### src/soc_defines.svh
//******************************
// SoC fabric constants
//******************************

`ifndef SOC_DEFINES_SVH
`define SOC_DEFINES_SVH

// Bus data width in bits
`define SOC_ARCHBITSZ 32

// Address map, base and size in words
`define SOC_DEVTBL_BASE   0
`define SOC_DEVTBL_MAPSZ  64
`define SOC_INTCTRL_BASE  64
`define SOC_INTCTRL_MAPSZ 4
`define SOC_RAM_BASE      128
`define SOC_RAM_MAPSZ     256

// Number of interrupt sources
`define SOC_IRQ_COUNT 2

// Cycles that sys_rst stays high after the reset cause goes away
`define SOC_RST_HOLD_CYCLES 16

// Device ids reported by the device table
`define SOC_DEVID_DEVTBL  7
`define SOC_DEVID_INTCTRL 3
`define SOC_DEVID_RAM     1

// Device table word that takes software reset requests
`define SOC_RST_REG_IDX 63

`endif

### src/soc_pkg.sv
//******************************
// SoC fabric types
//******************************

`include "soc_defines.svh"

package soc_pkg;

	// PI1 bus operation, swap is handled as a read
	typedef enum logic [1:0] {
		pi1_none  = 2'b00,
		pi1_write = 2'b01,
		pi1_read  = 2'b10,
		pi1_swap  = 2'b11
	} pi1_op_t;

	typedef logic [`SOC_ARCHBITSZ-1:0] pi1_data_t;

	// Word address, byte offset bits dropped
	typedef logic [`SOC_ARCHBITSZ-3:0] pi1_addr_t;

	typedef logic [`SOC_ARCHBITSZ/8-1:0] pi1_sel_t;

	// Slave selected by the crossbar decode
	typedef enum logic [1:0] {
		slv_devtbl  = 2'd0,
		slv_intctrl = 2'd1,
		slv_ram     = 2'd2,
		slv_invalid = 2'd3
	} slave_idx_t;

endpackage

### src/pi1_xbar.sv
//******************************
// PI1 interconnect
//******************************

`timescale 1ns/10ps

`include "soc_defines.svh"

module pi1_xbar (
	 input  logic                clk48mhz_i
	,input  logic                sys_rst_i
	,input  soc_pkg::pi1_op_t    pi1_op_i
	,input  soc_pkg::pi1_addr_t  pi1_addr_i
	,input  soc_pkg::pi1_data_t  pi1_wdata_i
	,input  soc_pkg::pi1_sel_t   pi1_sel_i
	,output soc_pkg::pi1_data_t  pi1_rdata_o
	,output logic                pi1_rdy_o
	,output soc_pkg::pi1_op_t    slv_op_o
	,output soc_pkg::pi1_addr_t  slv_addr_o
	,output soc_pkg::pi1_data_t  slv_wdata_o
	,output soc_pkg::pi1_sel_t   slv_sel_o
	,output soc_pkg::slave_idx_t slv_idx_o
	,input  soc_pkg::pi1_data_t  devtbl_rdata_i
	,input  soc_pkg::pi1_data_t  intctrl_rdata_i
	,input  soc_pkg::pi1_data_t  ram_rdata_i
);

	soc_pkg::pi1_addr_t  off_devtbl;
	soc_pkg::pi1_addr_t  off_intctrl;
	soc_pkg::pi1_addr_t  off_ram;
	soc_pkg::slave_idx_t dec_idx;
	soc_pkg::pi1_addr_t  dec_off;
	logic                issue;

	soc_pkg::pi1_op_t    slv_op_q;
	soc_pkg::pi1_addr_t  slv_addr_q;
	soc_pkg::pi1_data_t  slv_wdata_q;
	soc_pkg::pi1_sel_t   slv_sel_q;
	soc_pkg::slave_idx_t slv_idx_q;
	logic                busy_q;
	logic                rdy_q;

	// Offsets wrap below the base, so one compare covers both range ends
	assign off_devtbl  = pi1_addr_i - soc_pkg::pi1_addr_t'(`SOC_DEVTBL_BASE);
	assign off_intctrl = pi1_addr_i - soc_pkg::pi1_addr_t'(`SOC_INTCTRL_BASE);
	assign off_ram     = pi1_addr_i - soc_pkg::pi1_addr_t'(`SOC_RAM_BASE);

	always_comb begin
		dec_idx = soc_pkg::slv_invalid;
		dec_off = pi1_addr_i;
		if (off_devtbl < soc_pkg::pi1_addr_t'(`SOC_DEVTBL_MAPSZ)) begin
			dec_idx = soc_pkg::slv_devtbl;
			dec_off = off_devtbl;
		end else if (off_intctrl < soc_pkg::pi1_addr_t'(`SOC_INTCTRL_MAPSZ)) begin
			dec_idx = soc_pkg::slv_intctrl;
			dec_off = off_intctrl;
		end else if (off_ram < soc_pkg::pi1_addr_t'(`SOC_RAM_MAPSZ)) begin
			dec_idx = soc_pkg::slv_ram;
			dec_off = off_ram;
		end
	end

	// A request held across rdy must not go out a second time
	assign issue = !sys_rst_i && !busy_q && (pi1_op_i != soc_pkg::pi1_none);

	always_ff @(posedge clk48mhz_i) begin
		if (sys_rst_i) begin
			slv_op_q  <= soc_pkg::pi1_none;
			slv_idx_q <= soc_pkg::slv_invalid;
			busy_q    <= 1'b0;
			rdy_q     <= 1'b0;
		end else begin
			// Every slave answers at the edge after its op, invalid included
			rdy_q <= (slv_op_q != soc_pkg::pi1_none);
			if (issue) begin
				slv_op_q  <= pi1_op_i;
				slv_idx_q <= dec_idx;
				busy_q    <= 1'b1;
			end else begin
				slv_op_q <= soc_pkg::pi1_none;
				if (rdy_q) begin
					busy_q <= 1'b0;
				end
			end
		end
	end

	always_ff @(posedge clk48mhz_i) begin
		if (issue) begin
			slv_addr_q  <= dec_off;
			slv_wdata_q <= pi1_wdata_i;
			slv_sel_q   <= pi1_sel_i;
		end
	end

	// Response mux, unmapped space reads as zero
	always_comb begin
		case (slv_idx_q)
			soc_pkg::slv_devtbl:  pi1_rdata_o = devtbl_rdata_i;
			soc_pkg::slv_intctrl: pi1_rdata_o = intctrl_rdata_i;
			soc_pkg::slv_ram:     pi1_rdata_o = ram_rdata_i;
			default:              pi1_rdata_o = '0;
		endcase
	end

	assign pi1_rdy_o   = rdy_q;
	assign slv_op_o    = slv_op_q;
	assign slv_addr_o  = slv_addr_q;
	assign slv_wdata_o = slv_wdata_q;
	assign slv_sel_o   = slv_sel_q;
	assign slv_idx_o   = slv_idx_q;

endmodule

### config.mk
export PLATFORM = sky130hd
export DESIGN_NAME = pi1_xbar
export DESIGN_NICKNAME = d
export VERILOG_FILES = /design/src/soc_pkg.sv /design/src/pi1_xbar.sv
export VERILOG_INCLUDE_DIRS = /design/src /design/src/src
export SDC_FILE = /design/constraint.sdc
export NUM_CORES = 1
export LEC_CHECK = 0
export CAP_MARGIN = 10
export CORE_AREA = 2 2 103 105
export DETAILED_ROUTE_END_ITERATION = 10
export DIE_AREA = 0 0 105 107
export DONT_BUFFER_PORTS = 1
export PLACE_DENSITY = 0.53
export SLEW_MARGIN = 20
export SYNTH_ARGS = -nofsm -noshare
export SYNTH_HDL_FRONTEND = slang
export SYNTH_SLANG_ARGS = --single-unit
### constraint.sdc
create_clock -name clk48mhz_i -period 4.7 [get_ports clk48mhz_i]
set_input_delay 0.705 -clock clk48mhz_i [delete_from_list [all_inputs] [get_ports clk48mhz_i]]
set_output_delay 0.705 -clock clk48mhz_i [all_outputs]
set_load 0.05 [all_outputs]
==> flow_summary.toml <==
[status]
status = "complete, no violations"

[floorplanning]
die_height_um = 107
initial_core_util = 0.371
die_area_sq_um = 11200
rows = 37
io_pins = 269
die_w_um = 105
core_sq_um = 10100

[setup_path]
cp.arrival_ns = 2.45
r2r_end = "slv_wdata_o[22]$_DFFE_PP_"
r2r-start = "busy_q$_SDFFE_PP0P_"
worstSetupEndpointType = "output port"
critPathKind = "flop to output port"
crit_required_ns = 3.99
critPathCapture = "pi1_rdata_o[22]"
startpoint_type = "flop"
rrSetupSlack_ns = 2.59
crit_path_start = "slv_idx_o[1]$_SDFFE_PP1P_"
crit_fanout = 35
rr_worst_depth = 3

[placed_design]
dp_hpwl_um = 8440
gp_congestion = 0.866
portBuffers = 0

[drt]
num_vias = 2616
drc = 0
drt_pre_antenna_iters = 4
viasPerCell = 5.74
drtIter0Drc = 199
wl_per_cell_um = 23.0
drtAntennaViolNets = 0
wl_um = 10500

[synth]
synth_common_cells = "edfxtp_1 (66), nand2_1 (37), o21ai_0 (37), mux2i_1 (34), clkbuf_1 (28)"
synth_edf_count = 66
synth.yosys.seq_area_share = 0.561
syn_area_sq_um = 3740
synth_area_leaders = "edfxtp_1 (53%), mux2i_1 (9.1%), o21ai_0 (4.9%)"
post-synth-top-count-cell = "edfxtp_1"
synth_seq_cells = 72
synth_top_cell_by_area = "edfxtp_1"
synth_ff_type = "edfxtp_1"
synth_cell_types = 49
syn_inst = 330
synth.top_cell.area_share = 0.529
yosys_warnings = 0
avgSynthCellArea_sq_um = 11.3
async_flop_share = 0
syn-num-nets = 499

[timing]
finClkSkew_ns = 0.00706
tightest_slew_ns = 1.08
maxSlewViolCount = 0
tns_ns = 0
hold_viol_final = 0
finalSetupViolations = 0
hold_slack_ns = 0.431
post-route-min-period_ns = 3.16
fmax_mhz = 317
relSlewSlack = 0.276
grt_setup_unrepaired = "false"
fin_crit_sh = 0.672

[power]
power_leakage_nw = 1.43
power_density_nw_per_um2 = 392
ir_worst_vdd_v = 0.000192

[finish]
fin_nets = 485
layout-drive-gt1-share = 0.125
syn2layout_area_growth_pct = 7.99
antenna_cells = 0

[cts]
postCtsSetupRepairBufs = 0
htreeDepth = 3
clk_latency_ns = 0.33
root_buffer = "clkbuf_8"
cts_tree = "yes"
cts-hold-fix-buffers = 0
clockBufferDepth = 2
cts.sinks = 72
cts.clk_slew.worst_paths_ns = 0.08
cts_resized = 0
cts_buffers = 9

[grt]
grt_start_max_net_pins = 37
overflow = 0
antenna_found_initial = 0
gr-usage-all-layers = 0.178
grt_pass1_vias = 2482
grt_pass1_wl_um = 15100

[flow_run]
maxCapViolCount = 0

[min_path]
hp-class = "primary input to flop"
-- per-stage QoR --
stage	cell area [sq um]	power [mW]	cells	setup WS (ns)	utilization
floorplan	3740	1.09	330	0.548	-
global placement	3840	1.12	441	1.52	0.381
detailed placement	3840	1.12	441	1.42	0.381
CTS	4040	1.61	456	1.14	0.400
global route	4040	1.66	456	1.38	0.401
finish	4040	1.59	456	1.54	0.401
-- critical path, stage by stage (launching register included) --
cell     delay [ns]
dfxtp_1        0.31
buf_4          0.40
nor2b_4        0.67
nand2_1        0.12
o21ai_1        0.59
-- layout by cell type, fill, tap and decap left out, types with 3 or more instances in the layout --
cell / synthesis / final
dfxtp_1: 6 / 5
clkinvlp_4: 0 / 3
o31ai_1: 4 / 4
edfxtp_1: 66 / 66
ha_1: 3 / 3
nand3_1: 11 / 11
xnor2_1: 6 / 6
nor4_1: 5 / 5
clkbuf_8: 0 / 9
o21ai_0: 37 / 7
o2111ai_1: 3 / 3
nor2_1: 14 / 13
or4_1: 5 / 5
or2_2: 4 / 4
o21ai_1: 0 / 30
nor4b_1: 3 / 3
mux2i_1: 34 / 34
a21oi_1: 5 / 5
inv_1: 8 / 8
nand2_1: 37 / 37
buf_4: 1 / 7
nand4_1: 4 / 4
or3_1: 4 / 4
and2_1: 3 / 3
nor3_1: 6 / 6
-- power by group --
| group | switching, mW | total [mW] | leakage [nW] | internal (mW) |
|---|---|---|---|---|
| clock | 0.234 | 0.479 | 0.0879 | 0.245 |
| combinational | 0.175 | 0.227 | 0.674 | 0.0526 |
| sequential | 0.133 | 0.880 | 0.669 | 0.747 |
-- worst min-delay path by stage --
stage | slack (ns) | start | end | depth (start not counted)
6_report | 0.43 | sys_rst_i | busy_q$_SDFFE_PP0P_ | 1
5_1_grt | 0.40 | sys_rst_i | busy_q$_SDFFE_PP0P_ | 1
4_1_cts | 0.41 | sys_rst_i | busy_q$_SDFFE_PP0P_ | 1
3_5_place_dp | 0.46 | busy_q$_SDFFE_PP0P_ | busy_q$_SDFFE_PP0P_ | 2
3_3_place_gp | 0.45 | busy_q$_SDFFE_PP0P_ | busy_q$_SDFFE_PP0P_ | 2
2_1_floorplan | 0.44 | busy_q$_SDFFE_PP0P_ | busy_q$_SDFFE_PP0P_ | 2
-- routing by layer --
layer,track usage,routed length (um)
met5,0,0
met4,0.0505,82
met3,0.0851,1240
met2,0.245,4490
met1,0.248,4690
-- final cells by class --
cell class / instances / area [sq um]
Clock inverter: 6 / 70.1
Sequential cell: 72 / 2100
Clock buffer: 9 / 124
Inverter: 8 / 30.0
Timing Repair Buffer: 7 / 52.6
Fill cell: 990 / 6050
Multi-Input combinational cell: 218 / 1490
Tap cell: 136 / 170
-- kinds of logic (layout without fill, tap and decap cells) --
family	after synthesis	after routing	share of synthesized area
simple gates	114	114	0.170
buf+inv	40	30	0.0438
flops	72	72	0.561
fa+ha+maj	3	3	0.0100
xor+xnor	7	7	0.0164
compound gates	60	60	0.107
mux	34	34	0.0909
-- registers in the layout (all words and copies together), names as in the netlist --
name / cells
busy_q: 1
pi1_rdy_o: 1
slv_wdata_o: 32
slv_op_o: 2
slv_idx_o: 2
slv_addr_o: 30
slv_sel_o: 4
Power figures use the tool's default switching activity.
