### src/soc_defines.svh
//******************************
// SoC fabric constants
//******************************

`ifndef SOC_DEFINES_SVH
`define SOC_DEFINES_SVH

// Bus data width in bits
`define SOC_ARCHBITSZ 32

// Address map, base and size in words
`define SOC_DEVTBL_BASE   0
`define SOC_DEVTBL_MAPSZ  64
`define SOC_INTCTRL_BASE  64
`define SOC_INTCTRL_MAPSZ 4
`define SOC_RAM_BASE      128
`define SOC_RAM_MAPSZ     256

// Number of interrupt sources
`define SOC_IRQ_COUNT 2

// Cycles that sys_rst stays high after the reset cause goes away
`define SOC_RST_HOLD_CYCLES 16

// Device ids reported by the device table
`define SOC_DEVID_DEVTBL  7
`define SOC_DEVID_INTCTRL 3
`define SOC_DEVID_RAM     1

// Device table word that takes software reset requests
`define SOC_RST_REG_IDX 63

`endif

### src/reset_seq.sv
//******************************
// Reset sequencer
//******************************

`timescale 1ns/10ps

`include "soc_defines.svh"

module reset_seq (
	 input  logic       clk48mhz_i
	,input  logic       rst_p
	,input  logic [1:0] swrst_req_i
	,input  logic       swrst_stb_i
	,output logic       sys_rst_o
);

	localparam int CNT_W = $clog2(`SOC_RST_HOLD_CYCLES + 1);

	logic [CNT_W-1:0] hold_cnt_q;
	logic             pwr_off_q;
	logic             sw_cold;
	logic             sw_warm;
	logic             sw_off;

	// Request bits are rst1 in bit 1 and rst0 in bit 0
	assign sw_cold = swrst_stb_i && (swrst_req_i == 2'b11);
	assign sw_warm = swrst_stb_i && (swrst_req_i == 2'b10);
	assign sw_off  = swrst_stb_i && (swrst_req_i == 2'b01);

	always_ff @(posedge clk48mhz_i) begin
		if (rst_p) begin
			hold_cnt_q <= CNT_W'(`SOC_RST_HOLD_CYCLES);
			pwr_off_q  <= 1'b0;
		end else begin
			// No global reset here, so cold restarts the same way as warm
			if (sw_cold || sw_warm) begin
				hold_cnt_q <= CNT_W'(`SOC_RST_HOLD_CYCLES);
			end else if (hold_cnt_q != '0) begin
				hold_cnt_q <= hold_cnt_q - 1'b1;
			end
			// Power-off stays until the external reset
			if (sw_off) begin
				pwr_off_q <= 1'b1;
			end
		end
	end

	assign sys_rst_o = rst_p || (hold_cnt_q != '0) || pwr_off_q;

endmodule

### config.mk
export PLATFORM = sky130hd
export DESIGN_NAME = reset_seq
export DESIGN_NICKNAME = d
export VERILOG_FILES = /design/src/reset_seq.sv
export VERILOG_INCLUDE_DIRS = /design/src /design/src/src
export SDC_FILE = /design/constraint.sdc
export NUM_CORES = 1
export LEC_CHECK = 0
export BUFFER_PORTS_ARGS = -buffer_cell sky130_fd_sc_hd__buf_4
export CAP_MARGIN = 25
export CORE_AREA = 2 2 39 41
export DETAILED_ROUTE_END_ITERATION = 16
export DIE_AREA = 0 0 41 43
export SYNTH_ARGS = -nofsm -noshare
export SYNTH_HDL_FRONTEND = slang
export SYNTH_SLANG_ARGS = --single-unit
### constraint.sdc
create_clock -name clk48mhz_i -period 1.8 [get_ports clk48mhz_i]
set_input_delay 0.36 -clock clk48mhz_i [delete_from_list [all_inputs] [get_ports clk48mhz_i]]
set_output_delay 0.36 -clock clk48mhz_i [all_outputs]
set_load 0.1 [all_outputs]
==> results.json, run 1 <==
{
  "hold_ws_ps": 301,
  "dp.cells": 58,
  "slew_headroom_pct": 82.2,
  "power_uw": 528,
  "vias_per_cell": 4.23,
  "worstHoldStart": "rst_p",
  "final_area_um2": 445,
  "num_vias": 262,
  "max_freq_ghz": 0.473,
  "r2r_start": "hold_cnt_q[0]",
  "yosysWarnings": 0,
  "post_dp_cell_area_um2": 385,
  "grt_pass1_vias": 271,
  "drt_iter0_drc": 0,
  "htree_levels": 1,
  "drc": 0,
  "clk_path_buf_depth": 2,
  "start_util_pct": 20.4,
  "fp.coreArea_um2": 1380,
  "critPathLaunchType": "flip-flop",
  "fin_ws_ps": -314,
  "grt_usage_pct": 8.14,
  "status": "finished with violations",
  "cellPowerDensity_nw_per_um2": 1190,
  "violations": "negative setup slack",
  "diodes": 0,
  "slowest_delay_ps": 460,
  "drv_cap": 0,
  "min_path_cells": 2,
  "syn2layout_area_growth_pct": 57.5,
  "ys.flop_type": "dfxtp_1",
  "cts_tree": "done",
  "clkSinkCount": 6,
  "path_class": "flip-flop to output pin",
  "synthArstFlopShare_pct": 0,
  "synth_top_cell_by_area": "dfxtp_1",
  "syn_nets": 39,
  "hold_viol": 0,
  "tightestPinTransition_ps": 267,
  "crit_required_ps": 1440,
  "dieArea_um2": 1760,
  "drv_slew": 0,
  "syn_inst": 32,
  "die_x_um": 41,
  "ys_seq_elements": 6,
  "utilization_pct": 32.2,
  "grt_pass1_wl_um": 959,
  "io_pins": 6,
  "path_delay_family": "simple AND/OR/NAND/NOR gates",
  "n_fill_cell": 151,
  "final_layout_size_suffix_gt1_share_pct": 45.7,
  "finalClockSkew_ps": 5.17,
  "synth_edf_count": 0,
  "cts_root_buf": "clkbuf_4",
  "die_h_um": 43,
  "synth_area_per_cell_um2": 8.84,
  "numCtsBuffers": 3,
  "path_cells": "inv_2 -> ha_4 -> or4b_4 -> or3_4 -> buf_12",
  "drt-total-wl_um": 534,
  "rrSetupSlack_ps": 350,
  "tns_ps": -314,
  "crit_path_end_kind": "output pin",
  "fin_cells": 62,
  "overflow": 0,
  "synth_area_leaders": "dfxtp_1 42%, xnor2_1 9.3%, ha_1 8.8%",
  "crit_fanout": 2,
  "synthTopCellsByCount": "6 x dfxtp_1, 6 x nor2_1, 3 x inv_1, 3 x xnor2_1",
  "antenna_found_initial": 0,
  "multi_input_comb_area_um2": 168,
  "ir_worst_vdd_mv": 0.411,
  "regArea_um2": 121,
  "insertion_delay_ps": 240,
  "drtAntennaViolNets": 0,
  "worstRegToRegCells": 5,
  "worstHoldEndpoint": "pwr_off_q",
  "rows": 14,
  "rsz0062_at_grt": "true",
  "power.leakage_nw": 0.199,
  "hp-class": "primary input to flip-flop",
  "nets": 55,
  "min_period_over_period_pct": 117,
  "netlist_area_um2": 283,
  "crit_path_top_delay_cell": "or4b_4",
  "pre_cts_ws_ps": -158,
  "min_period_ps": 2110,
  "synth-seq-area-share_pct": 42.5,
  "setup_viol": 1,
  "arrival_ps": 1750,
  "critPathBufInv": 2,
  "place_congestion": 0.675,
  "firstDrtPassIters": 1,
  "grt_start_max_net_pins": 5,
  "synth_top_area_share_pct": 42.5,
  "cts.clk_slew.worst_paths_ps": 50,
  "rr_endpoint": "hold_cnt_q[1]",
  "port-buffer-count": 5,
  "synth_cell_type_count": 16,
  "wire_per_inst_um": 8.61
}
-- cell families after synthesis --
logic type                 share of synthesized area (%)
adders and majority gates                           8.85
muxes                                               3.54
xor gates and xnor gates                            9.29
and+or+nand+nor                                     20.8
AOI/OAI and AO/OA                                   9.29
buffers and inverters                               5.75
DFF                                                 42.5
-- state kept, by name, summed over array words and instances (netlist names) --
name and count:
hold_cnt_q 5, pwr_off_q 1
-- power by group --
part	internal [mW]	leakage, nW	switching [mW]	total (mW)
sequential	0.164	0.0500	0.0207	0.185
combinational	0.126	0.135	0.0921	0.218
clock	0.0755	0.0138	0.0497	0.125
total	0.366	0.199	0.163	0.528
-- layout by cell type (no fill, tap or decap), drive strengths merged --
cell type	n
a211oi	1
a21o	1
a21oi	1
a31oi	1
buf	12
clkbuf	3
dfxtp	6
ha	2
inv	3
mux2i	1
nand2	2
nor2	6
nor3	1
nor3b	1
or3	1
or4b	1
xnor2	3
-- worst max-delay path by stage --
stage	start	end	slack (ps)	cells past startpoint
CTS	hold_cnt_q[0]	sys_rst_o	-330	5
global placement	hold_cnt_q[0]	sys_rst_o	-150	5
global route	hold_cnt_q[0]	sys_rst_o	-340	5
detailed placement	hold_cnt_q[0]	sys_rst_o	-160	5
floorplan	hold_cnt_q[0]	sys_rst_o	-130	5
finish	hold_cnt_q[0]	sys_rst_o	-310	5
-- layer usage --
metal	share of wire [%]	vias up	track usage, %
met5	0	-	0
met4	1.9	0	8.00
met3	3.7	2	1.57
met2	45	7	10.3
met1	49	118	10.6
li1	-	135	-
-- cell type report --
cell class              count  share of cell area, %
flip-flops and latches      6                   27.2
clock buffers               3                   5.06
well taps                  16                   4.49
inverters                   3                   2.53
multi-input cells          22                   37.6
repair buffers             12                   23.0
-- timing repair --
item	in CTS	in global routing
cloned	0	0
gates resized for setup	9	0
setup buffers	0	1
hold buffers	0	0
setup endpoints to repair	1	1
-- worst register-to-register path, stage by stage, from the launching register on --
cell	delay, ps
dfxtp_2	320
inv_2	70
ha_4	130
or4b_4	460
buf_4	170
a211oi_1	210
Power figures use the tool's default switching activity.
==> run 2: changes to the inputs <==
- ABC_AREA: default -> 1
==> run 2 against run 1 <==
Net effect:
- the run now ends clean
- clock skew shrank 4.0 ps
- register-to-register slack better by 300 ps
- synthesized cell count up 47%
- core utilization decreased by 2.0 points
- critical endpoint unchanged
- highest routed layer is now met3
==> results.json, run 2 <==
{
  "status": "complete, no violations",
  "rr_endpoint": "hold_cnt_q[2]",
  "path_delay_family": "flip-flops",
  "drc": 0,
  "firstDrtPassIters": 4,
  "hold_viol": 0,
  "nets": 64,
  "htree_levels": 1,
  "worstHoldEndpoint": "pwr_off_q",
  "final_layout_size_suffix_gt1_share_pct": 27.3,
  "crit_path_top_delay_cell": "dfxtp_1",
  "cts_hold_buffers": 0,
  "path_cells": "clkinv_2 -> ha_1 -> nand2_2 -> nor2_4 -> nand2_1 -> buf_6",
  "power_uw": 467,
  "syn_nets": 54,
  "synth_area_per_cell_um2": 7.11,
  "synth_area_leaders": "dfxtp_1 36%, nor2_1 10%, nand2_1 9.0%",
  "grt_start_max_net_pins": 7,
  "synth_edf_count": 0,
  "layout_commonest_cell": "nor2_1",
  "insertion_delay_ps": 250,
  "slew_headroom_pct": 81.4,
  "r2r_start": "hold_cnt_q[1]",
  "synthArstFlopShare_pct": 0,
  "syn2layout_area_growth_pct": 25.1,
  "tns_ps": 0,
  "tightestPinTransition_ps": 278,
  "overflow": 0,
  "finalClockSkew_ps": 1.21,
  "worstHoldStart": "rst_p",
  "multi_input_comb_area_um2": 183,
  "worstRegToRegCells": 7,
  "synth_top_area_share_pct": 36.0,
  "diodes": 0,
  "port-buffer-count": 5,
  "drv_cap": 0,
  "clkSinkCount": 6,
  "synthTopCellsByCount": "9 x nor2_1, 8 x nand2_1, 6 x dfxtp_1, 6 x inv_1, 5 x nand3_1",
  "postCtsSetupBuffers": 0,
  "switching_power_uw": 170,
  "start_util_pct": 24.1,
  "wire_per_inst_um": 8.13,
  "dp.cells": 68,
  "crit_path_end_kind": "output pin",
  "synth-seq-area-share_pct": 36.0,
  "place_congestion": 0.793,
  "setup_viol": 0,
  "min_period_over_period_pct": 93.3,
  "power.leakage_nw": 0.193,
  "crit_required_ps": 1440,
  "critPathBufInv": 2,
  "syn_inst": 47,
  "sw_frac_of_total_pct": 36.4,
  "drtAntennaViolNets": 0,
  "synth_top_cell_by_area": "dfxtp_1",
  "path_class": "flip-flop to output pin",
  "dieArea_um2": 1760,
  "cellPowerDensity_nw_per_um2": 1120,
  "regArea_um2": 120,
  "slowest_delay_ps": 320,
  "synth_cell_type_count": 15,
  "num_vias": 307,
  "ys.flop_type": "dfxtp_1",
  "pwr-share-seq_pct": 37.6,
  "comb_power_share_pct": 35.6,
  "grt_usage_pct": 9.86,
  "fp.coreArea_um2": 1380,
  "n_fill_cell": 157,
  "grt_pass1_vias": 288,
  "final_cell_mix": "9 x nor2_1, 8 x nand2_1, 6 x inv_1, 6 x dfxtp_1, 5 x nand3_1",
  "drv_slew": 0,
  "rrSetupSlack_ps": 650,
  "fin_cells": 71,
  "grt_pass1_wl_um": 1120,
  "die_x_um": 41,
  "yosysWarnings": 0,
  "drt-total-wl_um": 577,
  "io_pins": 6,
  "rsz0062_at_grt": "false",
  "antenna_found_initial": 0,
  "detailed_place_hpwl_um": 481,
  "pwr-share-clk_pct": 26.8,
  "clk_path_buf_depth": 2,
  "hp-class": "primary input to flip-flop",
  "arrival_ps": 1320,
  "die_h_um": 43,
  "numCtsBuffers": 3,
  "p_int_uw": 297,
  "cts_tree": "done",
  "largest_reg_flops": 5,
  "yosysMostFrequentCell": "nor2_1",
  "cts-resized-gates": 0,
  "netlist_area_um2": 334,
  "vias_per_cell": 4.32,
  "rows": 14,
  "regMostFlops": "hold_cnt_q",
  "crit_fanout": 6,
  "max_freq_ghz": 0.595,
  "biggestRegsByFlops": "hold_cnt_q (5), pwr_off_q (1)",
  "ir_worst_vdd_mv": 0.462,
  "ys_seq_elements": 6,
  "drt_iter0_drc": 1,
  "min_path_cells": 2,
  "critPathLaunchType": "flip-flop",
  "cts.clk_slew.worst_paths_ps": 40,
  "cts_root_buf": "clkbuf_4",
  "min_period_ps": 1680
}
## run 2: logic make-up (layout without fill, tap and decap cells)
logic type                 Yosys count  after routing  synth area share, %
AOI/OAI and AO/OA                    3              3                 6.74
DFF                                  6              6                 36.0
adders and majority gates            2              2                 7.49
and+or+nand+nor                     27             27                 37.8
buffers and inverters                8             16                 9.36
xor gates and xnor gates             1              1                 2.62
## run 2: area by class of cell
cell class	count	area share (%)
Clock buffer	3	5.39
Inverter	8	7.49
Multi-Input combinational cell	33	43.7
Sequential cell	6	28.7
Tap cell	16	4.79
Timing Repair Buffer	5	9.88
## run 2: metal layers
metal	routed length [um]	global-route usage [%]	vias up
met2	270	12.8	10
met5	0	0	-
met1	256	11.7	133
met3	49	6.28	0
li1	-	-	164
met4	0	6.00	0
## run 2: stage by stage
stage | utilization (%) | instance area [um^2] | hold slack [ps] | worst slack (ps)
after floorplan | - | 334 | 424 | 63.4
after detailed placement | 28.3 | 392 | 446 | 337
after global placement | 28.3 | 392 | 439 | 361
after CTS | 29.9 | 414 | 274 | 57.9
after global routing | 30.2 | 418 | 285 | 28.3
final | 30.2 | 418 | 287 | 120
## run 2: worst max-delay path by stage
stage | depth (start not counted) | endpoint | start
final | 6 | sys_rst_o | hold_cnt_q[0]
after floorplan | 5 | sys_rst_o | hold_cnt_q[0]
after global routing | 6 | sys_rst_o | hold_cnt_q[1]
after global placement | 6 | sys_rst_o | hold_cnt_q[0]
after CTS | 6 | sys_rst_o | hold_cnt_q[0]
after detailed placement | 6 | sys_rst_o | hold_cnt_q[0]
## run 2: power groups by stage
stage,sequential (mW),clock (mW),combinational (mW)
finish,0.175,0.125,0.166
global route,0.178,0.142,0.191
CTS,0.176,0.135,0.167
detailed placement,0.178,0,0.167
global placement,0.178,0,0.165
floorplan,0.173,0,0.136
