<file path="src/soc_defines.svh">
//******************************
// SoC fabric constants
//******************************

`ifndef SOC_DEFINES_SVH
`define SOC_DEFINES_SVH

// Bus data width in bits
`define SOC_ARCHBITSZ 32

// Address map, base and size in words
`define SOC_DEVTBL_BASE   0
`define SOC_DEVTBL_MAPSZ  64
`define SOC_INTCTRL_BASE  64
`define SOC_INTCTRL_MAPSZ 4
`define SOC_RAM_BASE      128
`define SOC_RAM_MAPSZ     256

// Number of interrupt sources
`define SOC_IRQ_COUNT 2

// Cycles that sys_rst stays high after the reset cause goes away
`define SOC_RST_HOLD_CYCLES 16

// Device ids reported by the device table
`define SOC_DEVID_DEVTBL  7
`define SOC_DEVID_INTCTRL 3
`define SOC_DEVID_RAM     1

// Device table word that takes software reset requests
`define SOC_RST_REG_IDX 63

`endif

</file>
<file path="src/soc_pkg.sv">
//******************************
// SoC fabric types
//******************************

`include "soc_defines.svh"

package soc_pkg;

	// PI1 bus operation, swap is handled as a read
	typedef enum logic [1:0] {
		pi1_none  = 2'b00,
		pi1_write = 2'b01,
		pi1_read  = 2'b10,
		pi1_swap  = 2'b11
	} pi1_op_t;

	typedef logic [`SOC_ARCHBITSZ-1:0] pi1_data_t;

	// Word address, byte offset bits dropped
	typedef logic [`SOC_ARCHBITSZ-3:0] pi1_addr_t;

	typedef logic [`SOC_ARCHBITSZ/8-1:0] pi1_sel_t;

	// Slave selected by the crossbar decode
	typedef enum logic [1:0] {
		slv_devtbl  = 2'd0,
		slv_intctrl = 2'd1,
		slv_ram     = 2'd2,
		slv_invalid = 2'd3
	} slave_idx_t;

endpackage

</file>
<file path="src/int_ctrl.sv">
//******************************
// Interrupt controller
//******************************

`timescale 1ns/10ps

`include "soc_defines.svh"

module int_ctrl (
	 input  logic                      clk48mhz_i
	,input  logic                      sys_rst_i
	,input  logic [`SOC_IRQ_COUNT-1:0] irq_src_i
	,input  soc_pkg::pi1_op_t          slv_op_i
	,input  soc_pkg::slave_idx_t       slv_idx_i
	,output soc_pkg::pi1_data_t        rdata_o
	,output logic                      irq_o
);

	localparam int N     = `SOC_IRQ_COUNT;
	localparam int IDX_W = (N > 1) ? $clog2(N) : 1;

	logic [N-1:0]       src_q;
	logic [N-1:0]       src_prev_q;
	logic [N-1:0]       pend_q;
	logic [N-1:0]       rise;
	logic [N-1:0]       clr_mask;
	logic               claim_rd;
	logic               claim_hit;
	logic [IDX_W-1:0]   claim_idx;
	soc_pkg::pi1_data_t claim_word;
	soc_pkg::pi1_data_t rdata_q;

	assign rise     = src_q & ~src_prev_q;
	assign claim_rd = (slv_idx_i == soc_pkg::slv_intctrl)
		&& ((slv_op_i == soc_pkg::pi1_read) || (slv_op_i == soc_pkg::pi1_swap));

	// Lowest pending index wins, scan runs downward so it is found last
	always_comb begin
		claim_hit  = 1'b0;
		claim_idx  = '0;
		clr_mask   = '0;
		claim_word = '0;
		for (int i = N - 1; i >= 0; i--) begin
			if (pend_q[i]) begin
				claim_hit = 1'b1;
				claim_idx = IDX_W'(i);
			end
		end
		if (claim_hit) begin
			claim_word[31]        = 1'b1;
			claim_word[IDX_W-1:0] = claim_idx;
			if (claim_rd) begin
				clr_mask[claim_idx] = 1'b1;
			end
		end
	end

	always_ff @(posedge clk48mhz_i) begin
		if (sys_rst_i) begin
			src_q      <= '0;
			src_prev_q <= '0;
			pend_q     <= '0;
		end else begin
			src_q      <= irq_src_i;
			src_prev_q <= src_q;
			// A fresh edge on the claimed source keeps it pending
			pend_q     <= (pend_q & ~clr_mask) | rise;
		end
	end

	always_ff @(posedge clk48mhz_i) begin
		if (claim_rd) begin
			rdata_q <= claim_word;
		end
	end

	assign rdata_o = rdata_q;
	assign irq_o   = |pend_q;

endmodule

</file>
<file path="config.mk">
export PLATFORM = sky130hd
export DESIGN_NAME = int_ctrl
export DESIGN_NICKNAME = d
export VERILOG_FILES = /design/src/soc_pkg.sv /design/src/int_ctrl.sv
export VERILOG_INCLUDE_DIRS = /design/src /design/src/src
export SDC_FILE = /design/constraint.sdc
export NUM_CORES = 1
export LEC_CHECK = 0
export BUFFER_PORTS_ARGS = -buffer_cell sky130_fd_sc_hd__buf_4
export CAP_MARGIN = 5
export CORE_AREA = 5 5 42 44
export DETAILED_ROUTE_END_ITERATION = 10
export DIE_AREA = 0 0 47 49
export GPL_TIMING_DRIVEN = 1
export PLACE_DENSITY = 0.87
export SLEW_MARGIN = 5
export SYNTH_ARGS = -nofsm -noshare
export SYNTH_HDL_FRONTEND = slang
export SYNTH_SLANG_ARGS = --single-unit
export TNS_END_PERCENT = 30
</file>
<file path="constraint.sdc">
create_clock -name clk48mhz_i -period 2.7 [get_ports clk48mhz_i]
set_clock_uncertainty 0.1 [all_clocks]
set_input_delay 0.81 -clock clk48mhz_i [delete_from_list [all_inputs] [get_ports clk48mhz_i]]
set_output_delay 0.81 -clock clk48mhz_i [all_outputs]
set_load 0.02 [all_outputs]
</file>
==> results of run 1 <==
## cells by family after synthesis
| group | after synthesis | share of synthesized area, % |
|---|---|---|
| AOI/OAI and AO/OA | 3 | 2.99 |
| buffers and inverters | 31 | 45.6 |
| DFF | 8 | 35.9 |
| other | 1 | 0.747 |
| and+or+nand+nor | 10 | 14.7 |
## sequential cells by signal, summed over array words and instances (netlist names)
name / cells
pend_q: 2
src_q: 2
src_prev_q: 2
rdata_o: 2
## synthesized netlist by cell type
| cell | instances | area, um^2 |
|---|---|---|
| buf_4 | 30 | 225 |
| dfxtp_1 | 6 | 120 |
| nor2b_1 | 6 | 37.5 |
| a21oi_1 | 2 | 10.0 |
| edfxtp_1 | 2 | 60.1 |
| conb_1 | 1 | 3.75 |
| inv_1 | 1 | 3.75 |
| nand2b_1 | 1 | 6.26 |
| nand3b_4 | 1 | 20.0 |
| nor2_1 | 1 | 3.75 |
| o21ai_1 | 1 | 5.00 |
| or2_2 | 1 | 6.26 |
## layout make-up
type / instances / area share, %
inverter: 1 / 0.752
sequential: 8 / 36.1
timing repair buffer: 9 / 13.5
tap: 16 / 4.01
multi-input combinational: 43 / 40.4
clock buffer: 4 / 5.26
## placed cells by master (no fill, tap or decap)
| cell | count |
|---|---|
| or2_2 | 1 |
| conb_1 | 30 |
| nor2_1 | 1 |
| inv_1 | 1 |
| nand3b_4 | 1 |
| clkbuf_4 | 3 |
| o21ai_1 | 1 |
| nor2b_1 | 6 |
| edfxtp_1 | 2 |
| dfxtp_1 | 6 |
| buf_4 | 9 |
| clkbuf_1 | 1 |
| nand2b_1 | 1 |
| a21oi_1 | 2 |
## metal layers
layer / GRT usage, % / up-vias
met4: 4.15 / 0
met5: 0 / -
li1: - / 127
met1: 5.33 / 106
met3: 5.90 / 2
met2: 8.37 / 26
## report_power, final
| part | total (uW) | internal, uW | switching [uW] | leakage [uW] |
|---|---|---|---|---|
| Combinational | 62.6 | 14.8 | 47.8 | 0.000193 |
| Clock | 96.3 | 56.5 | 39.8 | 0.0000150 |
| Sequential | 132 | 129 | 2.37 | 0.0000684 |
## per-stage QoR
| step | worst slack, ns | instances | power (uW) |
|---|---|---|---|
| 2_1_floorplan | 1.15 | 82 | 216 |
| 3_3_place_gp | 1.05 | 77 | 195 |
| 3_5_place_dp | 1.03 | 77 | 196 |
| 4_1_cts | 0.749 | 81 | 295 |
| 5_1_grt | 0.694 | 81 | 314 |
| 6_report | 0.765 | 81 | 291 |
## worst paths after layout
path | to | slack, ns | depth (start not counted)
setup / recovery | irq_o | 0.77 | 2
hold / removal | pend_q[1] | 0.35 | 2
setup reg to reg | rdata_o[31] | 1.74 | 1
hold reg to reg | pend_q[1] | 0.35 | 2
## critical path: stages (launching register included)
cell	delay [ns]
dfxtp_1	0.32
or2_2	0.28
buf_4	0.16
==> metrics, run 1 <==
crit path launch=pend_q[0]; clock-pin slew on the worst setup and hold paths=about 0.060 ns; RSZ-0062 raised after global routing=no; Final Util=35.6%; largest net degree at the start of global routing=7; grt ovf=0; Yosys Warn Count=0; # nets final=74; hold path start=src_q[1]; H-tree depth=1; post-synth cell types=12; TNS Setup=0 ns; CP Launch Type=register; routed vias/inst=3.22; cts bufs inserted=3; metal2 WL=~300 um; Seq/Total Area, Yosys=35.9%; number of remaining DRC errors=0; Hold Slack=0.346 ns; chip height=49 um; root buffer cell=clkbuf_4; drt pass-1 iters=2; CP max FO=4; CP Class=register to output port; synthesized cell area=502 um^2; final setup violation count=0; Post-CTS Setup Bufs=0; Hold Fails Final Rpt=0; Area Growth Syn to Fin=-0.499%; TritonCTS clock tree=done; Ant. Diodes=0; Max Fclk=0.517 GHz; FP Rows=14; Mean Syn Cell Area=about 9.5 um^2; clock sink count=8; FF+latch count, synth=8; combined area of the multi-input logic cells=roughly 200 um^2; status=finished, final reports clean; vias in the first global route=223; Highest Signal Layer=met4; Final Critical Period=1.93 ns; post-DP HPWL=541 um; Filler Cell Count=154; Worst Path Required=about 1.8 ns; Starting DRT DRC Count=1; Final ANT Viol Nets=0; die width=about 47 um; CTS Buffer Depth=2; crit path DAT=1.02 ns; hold_buf cts=0; gp weighted congestion=between 0.6 and 0.7; Reg-to-Reg Start=pend_q[0]; wire length per cell=7.58 um; final cycle utilization of the critical path=71.7%; met3 WL=158 um; Hold Crit Class=register to register; Gate Count Post-Synth=53; # Max-Cap Violations=0; # resized after CTS=0; core area=around 0.0014 mm^2; Ports=41; placed inst area=473 um^2; element type at the critical path end=output port; first-pass GRT wire length=938 um; number of port buffers=9; Storage cell area=180 um^2; LEAKAGE=roughly 0.00028 uW; Post-Route WL=614 um; share of cells above drive strength 1=21.5%; Met1 Wirelength=155 um; Clk Latency, worst-skew pair=about 0.25 ns; routed vias=around 260; count of pins over their slew limit=0; initial antenna violation count=0; die area=approximately 0.0023 mm^2; GRT Util Overall=6.08%; maximum vdd drop=approximately 0.00029 V; starting density of the core=35.8%; post-route design area=499 um^2; Pwr per Cell Area=582 mW/mm^2
No activity file was read; power rests on OpenSTA's default activity.
==> inputs of run 2 (changes only) <==
- CORE_AREA: 5 5 42 44 -> unset
- CORE_MARGIN: unset -> 5
- CORE_UTILIZATION: unset -> 37
- DIE_AREA: 0 0 47 49 -> unset
- PLACE_DENSITY: 0.87 -> 0.86
- clock period: 2.7 -> 1.9 ns (I/O delays scaled with it)
==> metrics, run 2 (same netlist as run 1, synthesis figures left out) <==
clock-pin slew on the worst setup and hold paths=0.05 ns (about the same); hold path start=src_q[1]; routed vias/inst=3.30 (+2.4%); count of pins over their slew limit=0 (unchanged); drt pass-1 iters=1 (-1); Clk Latency, worst-skew pair=0.25 ns (about the same); gp weighted congestion=0.626 (+1.6%); cts bufs inserted=3 (unchanged); GRT Util Overall=6.39% (+0.31 points); dpl ws=0.473 ns (-0.562 ns); TritonCTS clock tree=done; Hold Path Sink=pend_q[1]; Filler Cell Count=150 (-2.6%); commonest cells after routing, fill and taps aside=30 x conb_1, 9 x buf_4, 6 x nor2b_1, 6 x dfxtp_1, 3 x clkbuf_4; CP Launch Type=register; CP max FO=3 (-1); Ports=41 (unchanged); Hold Slack=0.348 ns (+0.00254 ns); GR Layer Usage met3=4.98% (-0.92 points); crit path DAT=1.02 ns (about the same); post-route design area=498 um^2 (-0.25%); final setup violation count=0 (unchanged); Area Growth Syn to Fin=-0.748%; Sw Share=30.9% (-0.052 points); setup ws final=0.209 ns (-0.556 ns); CP Class=register to output port; worst-case reg-to-reg path depth=1 (unchanged); H-tree depth=1 (unchanged); # resized after CTS=0 (unchanged); Final ANT Viol Nets=0 (unchanged); hold path cells=2 (unchanged); commonest non-fill, non-tap cell in the layout=conb_1; Max Fclk=0.591 GHz; combinational share of power=21.7% (+0.2 points); post-DP HPWL=555 um (+2.6%); FP Rows=13 (-1); Cell Count, Final, Fillers Out=80 (-1.2%); hold_buf cts=0 (unchanged); Seq pwr share=45.4% (about the same); wire length per cell=8.04 um (+6.0%); chip height=46.8 um (-4.4%); grt ovf=0 (unchanged); element type at the critical path end=output port; # nets final=74 (unchanged); Storage cell area=180 um^2 (unchanged); R2R Setup Slk=0.94 ns (-0.80 ns); Post-Route WL=643 um (+4.7%); root buffer cell=clkbuf_4; TNS Setup=0 ns (unchanged); Post-CTS Setup Bufs=0 (unchanged); critical path cell sequence=or2_2 > buf_4; first-pass GRT wire length=821 um (-12%); RSZ-0062 raised after global routing=no; CP bufs+invs=1 (unchanged); r2r endpoint=rdata_o[31]; die width=46.8 um (-0.37%); number of remaining DRC errors=0 (unchanged); Pwr per Cell Area=828 mW/mm^2 (+42%); Top Family by Delay on Critical Path=flip-flops; Reg-to-Reg Start=pend_q[1]; GRT busiest layer=met2; slowest CP cell=dfxtp_1; Worst Path Required=1.23 ns (-0.56 ns); placed inst area=472 um^2 (-0.26%); Ant. Diodes=0 (unchanged); Int Power=285 uW (+42%); # Max-Cap Violations=0 (unchanged); Hold Fails Final Rpt=0 (unchanged); Final Critical Period=between 1.5 and 2 ns; Placed Cells incl. Taps=76 (-1.3%); core area=0.00128 mm^2 (-8.3%); maximum vdd drop=0.000376 V (+31%); Clock power frac=32.9% (-0.2 points); clock sink count=8 (unchanged); vias in the first global route=212 (-4.9%); largest net degree at the start of global routing=7 (unchanged); LEAKAGE=0.000276 uW (unchanged); met2 Use GR=8.94% (+0.57 points); slowest stage delay, CP=0.31 ns (about the same); met1 Usage GRT=4.86% (-0.47 points); CTS Buffer Depth=2 (unchanged); number of port buffers=9 (unchanged); starting density of the core=39.0% (+3.2 points); combined area of the multi-input logic cells=201 um^2 (unchanged); routed vias=264 (+1.1%); Starting DRT DRC Count=0 (-1); share of cells above drive strength 1=21.5% (unchanged); die area=0.00219 mm^2 (-4.8%); initial antenna violation count=0 (unchanged); Hold Crit Class=register to register; final cycle utilization of the critical path=around nine tenths; switching pwr=128 uW (+42%); status=finished, final reports clean
[run 2: power groups by stage]
| stage | logic [uW] | registers, uW | clock network, uW |
|---|---|---|---|
| 2_1_floorplan | 115 | 192 | 0 |
| 3_3_place_gp | 86.8 | 190 | 0 |
| 3_5_place_dp | 88.2 | 191 | 0 |
| 4_1_cts | 88.3 | 187 | 144 |
| 5_1_grt | 98.6 | 188 | 155 |
| 6_report | 89.5 | 187 | 136 |
[run 2: worst max-delay path by stage]
stage	from	to	slack [ns]	cells past startpoint
2_1_floorplan	pend_q[1]	irq_o	0.59	1
3_3_place_gp	pend_q[0]	irq_o	0.48	2
3_5_place_dp	pend_q[0]	irq_o	0.47	2
4_1_cts	pend_q[1]	irq_o	0.20	2
5_1_grt	pend_q[1]	irq_o	0.15	2
6_report	pend_q[1]	irq_o	0.21	2
[run 2: cell type report]
| cell class | count | area share (%) |
|---|---|---|
| flip-flops and latches | 8 | 36.2 |
| clock buffers | 4 | 5.28 |
| well taps | 15 | 3.77 |
| repair buffers | 9 | 13.6 |
| inverters | 1 | 0.754 |
| multi-input cells | 43 | 40.5 |
[run 2: metal layers]
| layer | wire length (um) | vias up |
|---|---|---|
| met4 | 25 | 0 |
| met1 | 165 | 111 |
| met3 | 139 | 4 |
| li1 | - | 127 |
| met5 | 0 | - |
| met2 | 312 | 22 |
[run 2: per-stage QoR]
step           power (uW)  util (%)
6_report              413      38.8
5_1_grt               441      38.8
3_3_place_gp          277      36.7
3_5_place_dp          279      36.7
2_1_floorplan         307         -
4_1_cts               419      38.8
==> inputs of run 3 (changes only) <==
- ABC_AREA: unset -> 1
- PLACE_DENSITY: 0.86 -> 0.85
==> metrics, run 3 <==
Max Fclk=0.638 GHz (+7.9%); number of remaining DRC errors=0 (unchanged); crit path DAT=0.90 ns (-0.12 ns); CP Launch Type=register; share of cells above drive strength 1=24.7% (+3.1 points); GR Layer Usage met3=4.89% (-0.094 points); commonest cells after routing, fill and taps aside=30 x conb_1, 9 x buf_4, 7 x inv_1, 6 x nand2_1, 6 x dfxtp_1; synthesized cell area=519 um^2 (+3.5%); clock sink count=8 (unchanged); starting density of the core=39.4% (+0.37 points); status=finished, final reports clean; gp weighted congestion=0.680 (+8.7%); number of port buffers=9 (unchanged); # Max-Cap Violations=0 (unchanged); ys async rst share=0% (unchanged); Seq pwr share=46.3% (+0.9 points); Clk Latency, worst-skew pair=0.25 ns (about the same); Filler Cell Count=145 (-3.3%); Ant. Diodes=0 (unchanged); Area Growth Syn to Fin=-1.45%; H-tree depth=1 (unchanged); Clock power frac=30.3% (-2.6 points); wire length per cell=7.74 um (-3.7%); Post-Route WL=681 um (+5.9%); RSZ-0062 raised after global routing=no; Synth Flop Type=dfxtp_1; first-pass GRT wire length=890 um (+8.4%); # nets final=83 (+12%); routed vias=269 (+1.9%); maximum vdd drop=0.000229 V (-39%); Seq/Total Area, Yosys=34.7% (-1.2 points); count of pins over their slew limit=0 (unchanged); dominant cells by area after synthesis=buf_4 43%, dfxtp_1 23%, edfxtp_1 12%; die width=47.5 um (+1.4%); combinational share of power=23.4% (+1.7 points); final setup violation count=0 (unchanged); Starting DRT DRC Count=2 (+2); element type at the critical path end=output port; Hold Slack=0.326 ns (-0.0220 ns); core area=0.00132 mm^2 (+2.5%); Pwr per Cell Area=791 mW/mm^2 (-4.6%); grt ovf=0 (unchanged); GRT Util Overall=6.55% (+0.16 points); Commonest cells post-synth=30 x buf_4, 7 x inv_1, 6 x dfxtp_1, 6 x nand2_1, 4 x nor2_1; Post-CTS Setup Bufs=0 (unchanged); Gate Count Post-Synth=62 (+17%); Hold Crit Class=register to register; CTS Buffer Depth=2 (unchanged); TNS Setup=0 ns (unchanged); share of the synthesized area in the top cell type=43.4% (-1.5 points); largest net degree at the start of global routing=6 (-1); Yosys Warn Count=0 (unchanged); chip height=47.5 um (+1.4%); cts bufs inserted=3 (unchanged); Sw Share=31.8% (+0.82 points); post-synth cell types=12 (unchanged); GRT busiest layer=met2; # resized after CTS=0 (unchanged); cell accounting for the most synthesized area=buf_4; CP Class=register to output port; LEAKAGE=0.000293 uW (+6.2%); Mean Syn Cell Area=8.37 um^2 (-12%); CP max FO=3 (unchanged); initial antenna violation count=0 (unchanged); die area=0.00225 mm^2 (+2.7%); Ports=41 (unchanged); Hold Fails Final Rpt=0 (unchanged); Int Power=276 uW (-3.1%); Worst Path Required=1.23 ns (about the same); root buffer cell=clkbuf_4; post-DP HPWL=607 um (+9.4%); FF+latch count, synth=8 (unchanged); vias in the first global route=217 (+2.4%); hold_buf cts=0 (unchanged); number of flops mapped to enable cells by yosys=2 (unchanged); TritonCTS clock tree=done; final cycle utilization of the critical path=82.5% (-6.5 points); commonest non-fill, non-tap cell in the layout=conb_1; met1 Usage GRT=6.41% (+1.5 points); most common cell in the netlist=buf_4; routed vias/inst=3.06 (-7.4%); met2 Use GR=8.56% (-0.39 points); Final Util=38.8% (+0.088 points); FP Rows=13 (unchanged); Final ANT Viol Nets=0 (unchanged); switching pwr=128 uW (+0.68%); Final Critical Period=1.57 ns (-0.124 ns); clock-pin slew on the worst setup and hold paths=0.05 ns (about the same); drt pass-1 iters=2 (+1)
## run 3: layer usage
layer	share of wire (%)	vias to the layer above	routed length, um
met3	20	0	135
met1	33	105	225
met4	0	0	0
li1	-	144	-
met5	0	-	0
met2	47	20	321
## run 3: stage by stage
| stage | total power, uW | instances | worst slack [ns] | cell area, um^2 |
|---|---|---|---|---|
| final | 405 | 88 | 0.333 | 512 |
| after global routing | 435 | 88 | 0.238 | 512 |
| after CTS | 412 | 88 | 0.305 | 512 |
| after detailed placement | 284 | 85 | 0.579 | 489 |
| after global placement | 282 | 85 | 0.614 | 489 |
| after floorplan | 311 | 91 | 0.680 | 628 |
## run 3: final timing paths
path / cells after the start / from / slack (ns) / endpoint
hold reg to reg: 2 / src_q[1] / 0.33 / src_prev_q[1]
setup reg to reg: 2 / pend_q[0] / 1.06 / rdata_o[31]
hold / removal: 2 / src_q[1] / 0.33 / src_prev_q[1]
setup / recovery: 3 / pend_q[0] / 0.33 / irq_o
## run 3: power by group through the flow
stage	registers [uW]	clock network (uW)	logic [uW]
3_5_place_dp	191	0	93.1
3_3_place_gp	191	0	91.7
2_1_floorplan	192	0	118
4_1_cts	188	131	93.3
6_report	187	122	94.7
5_1_grt	188	143	103
## run 3: worst max-delay path, cell delays in order, from the launching register on
cell and delay (ns):
dfxtp_1 0.34, inv_1 0.07, nand2_1 0.10, buf_4 0.15
## run 3: cell families (layout without fill, tap and decap cells)
group / Yosys count / count (layout) / share of synthesized area, %
AOI/OAI and AO/OA: 1 / 1 / 2.41
buffers and inverters: 38 / 20 / 49.2
other: 1 / 30 / 0.722
and+or+nand+nor: 14 / 14 / 13.0
DFF: 8 / 8 / 34.7
## run 3: layout make-up
type | instances | area (um^2) | share of cell area, %
flip-flops and latches | 8 | 180 | 35.2
inverters | 8 | 30.0 | 5.87
repair buffers | 9 | 67.6 | 13.2
clock buffers | 3 | 22.5 | 4.40
well taps | 15 | 18.8 | 3.67
multi-input cells | 45 | 193 | 37.7
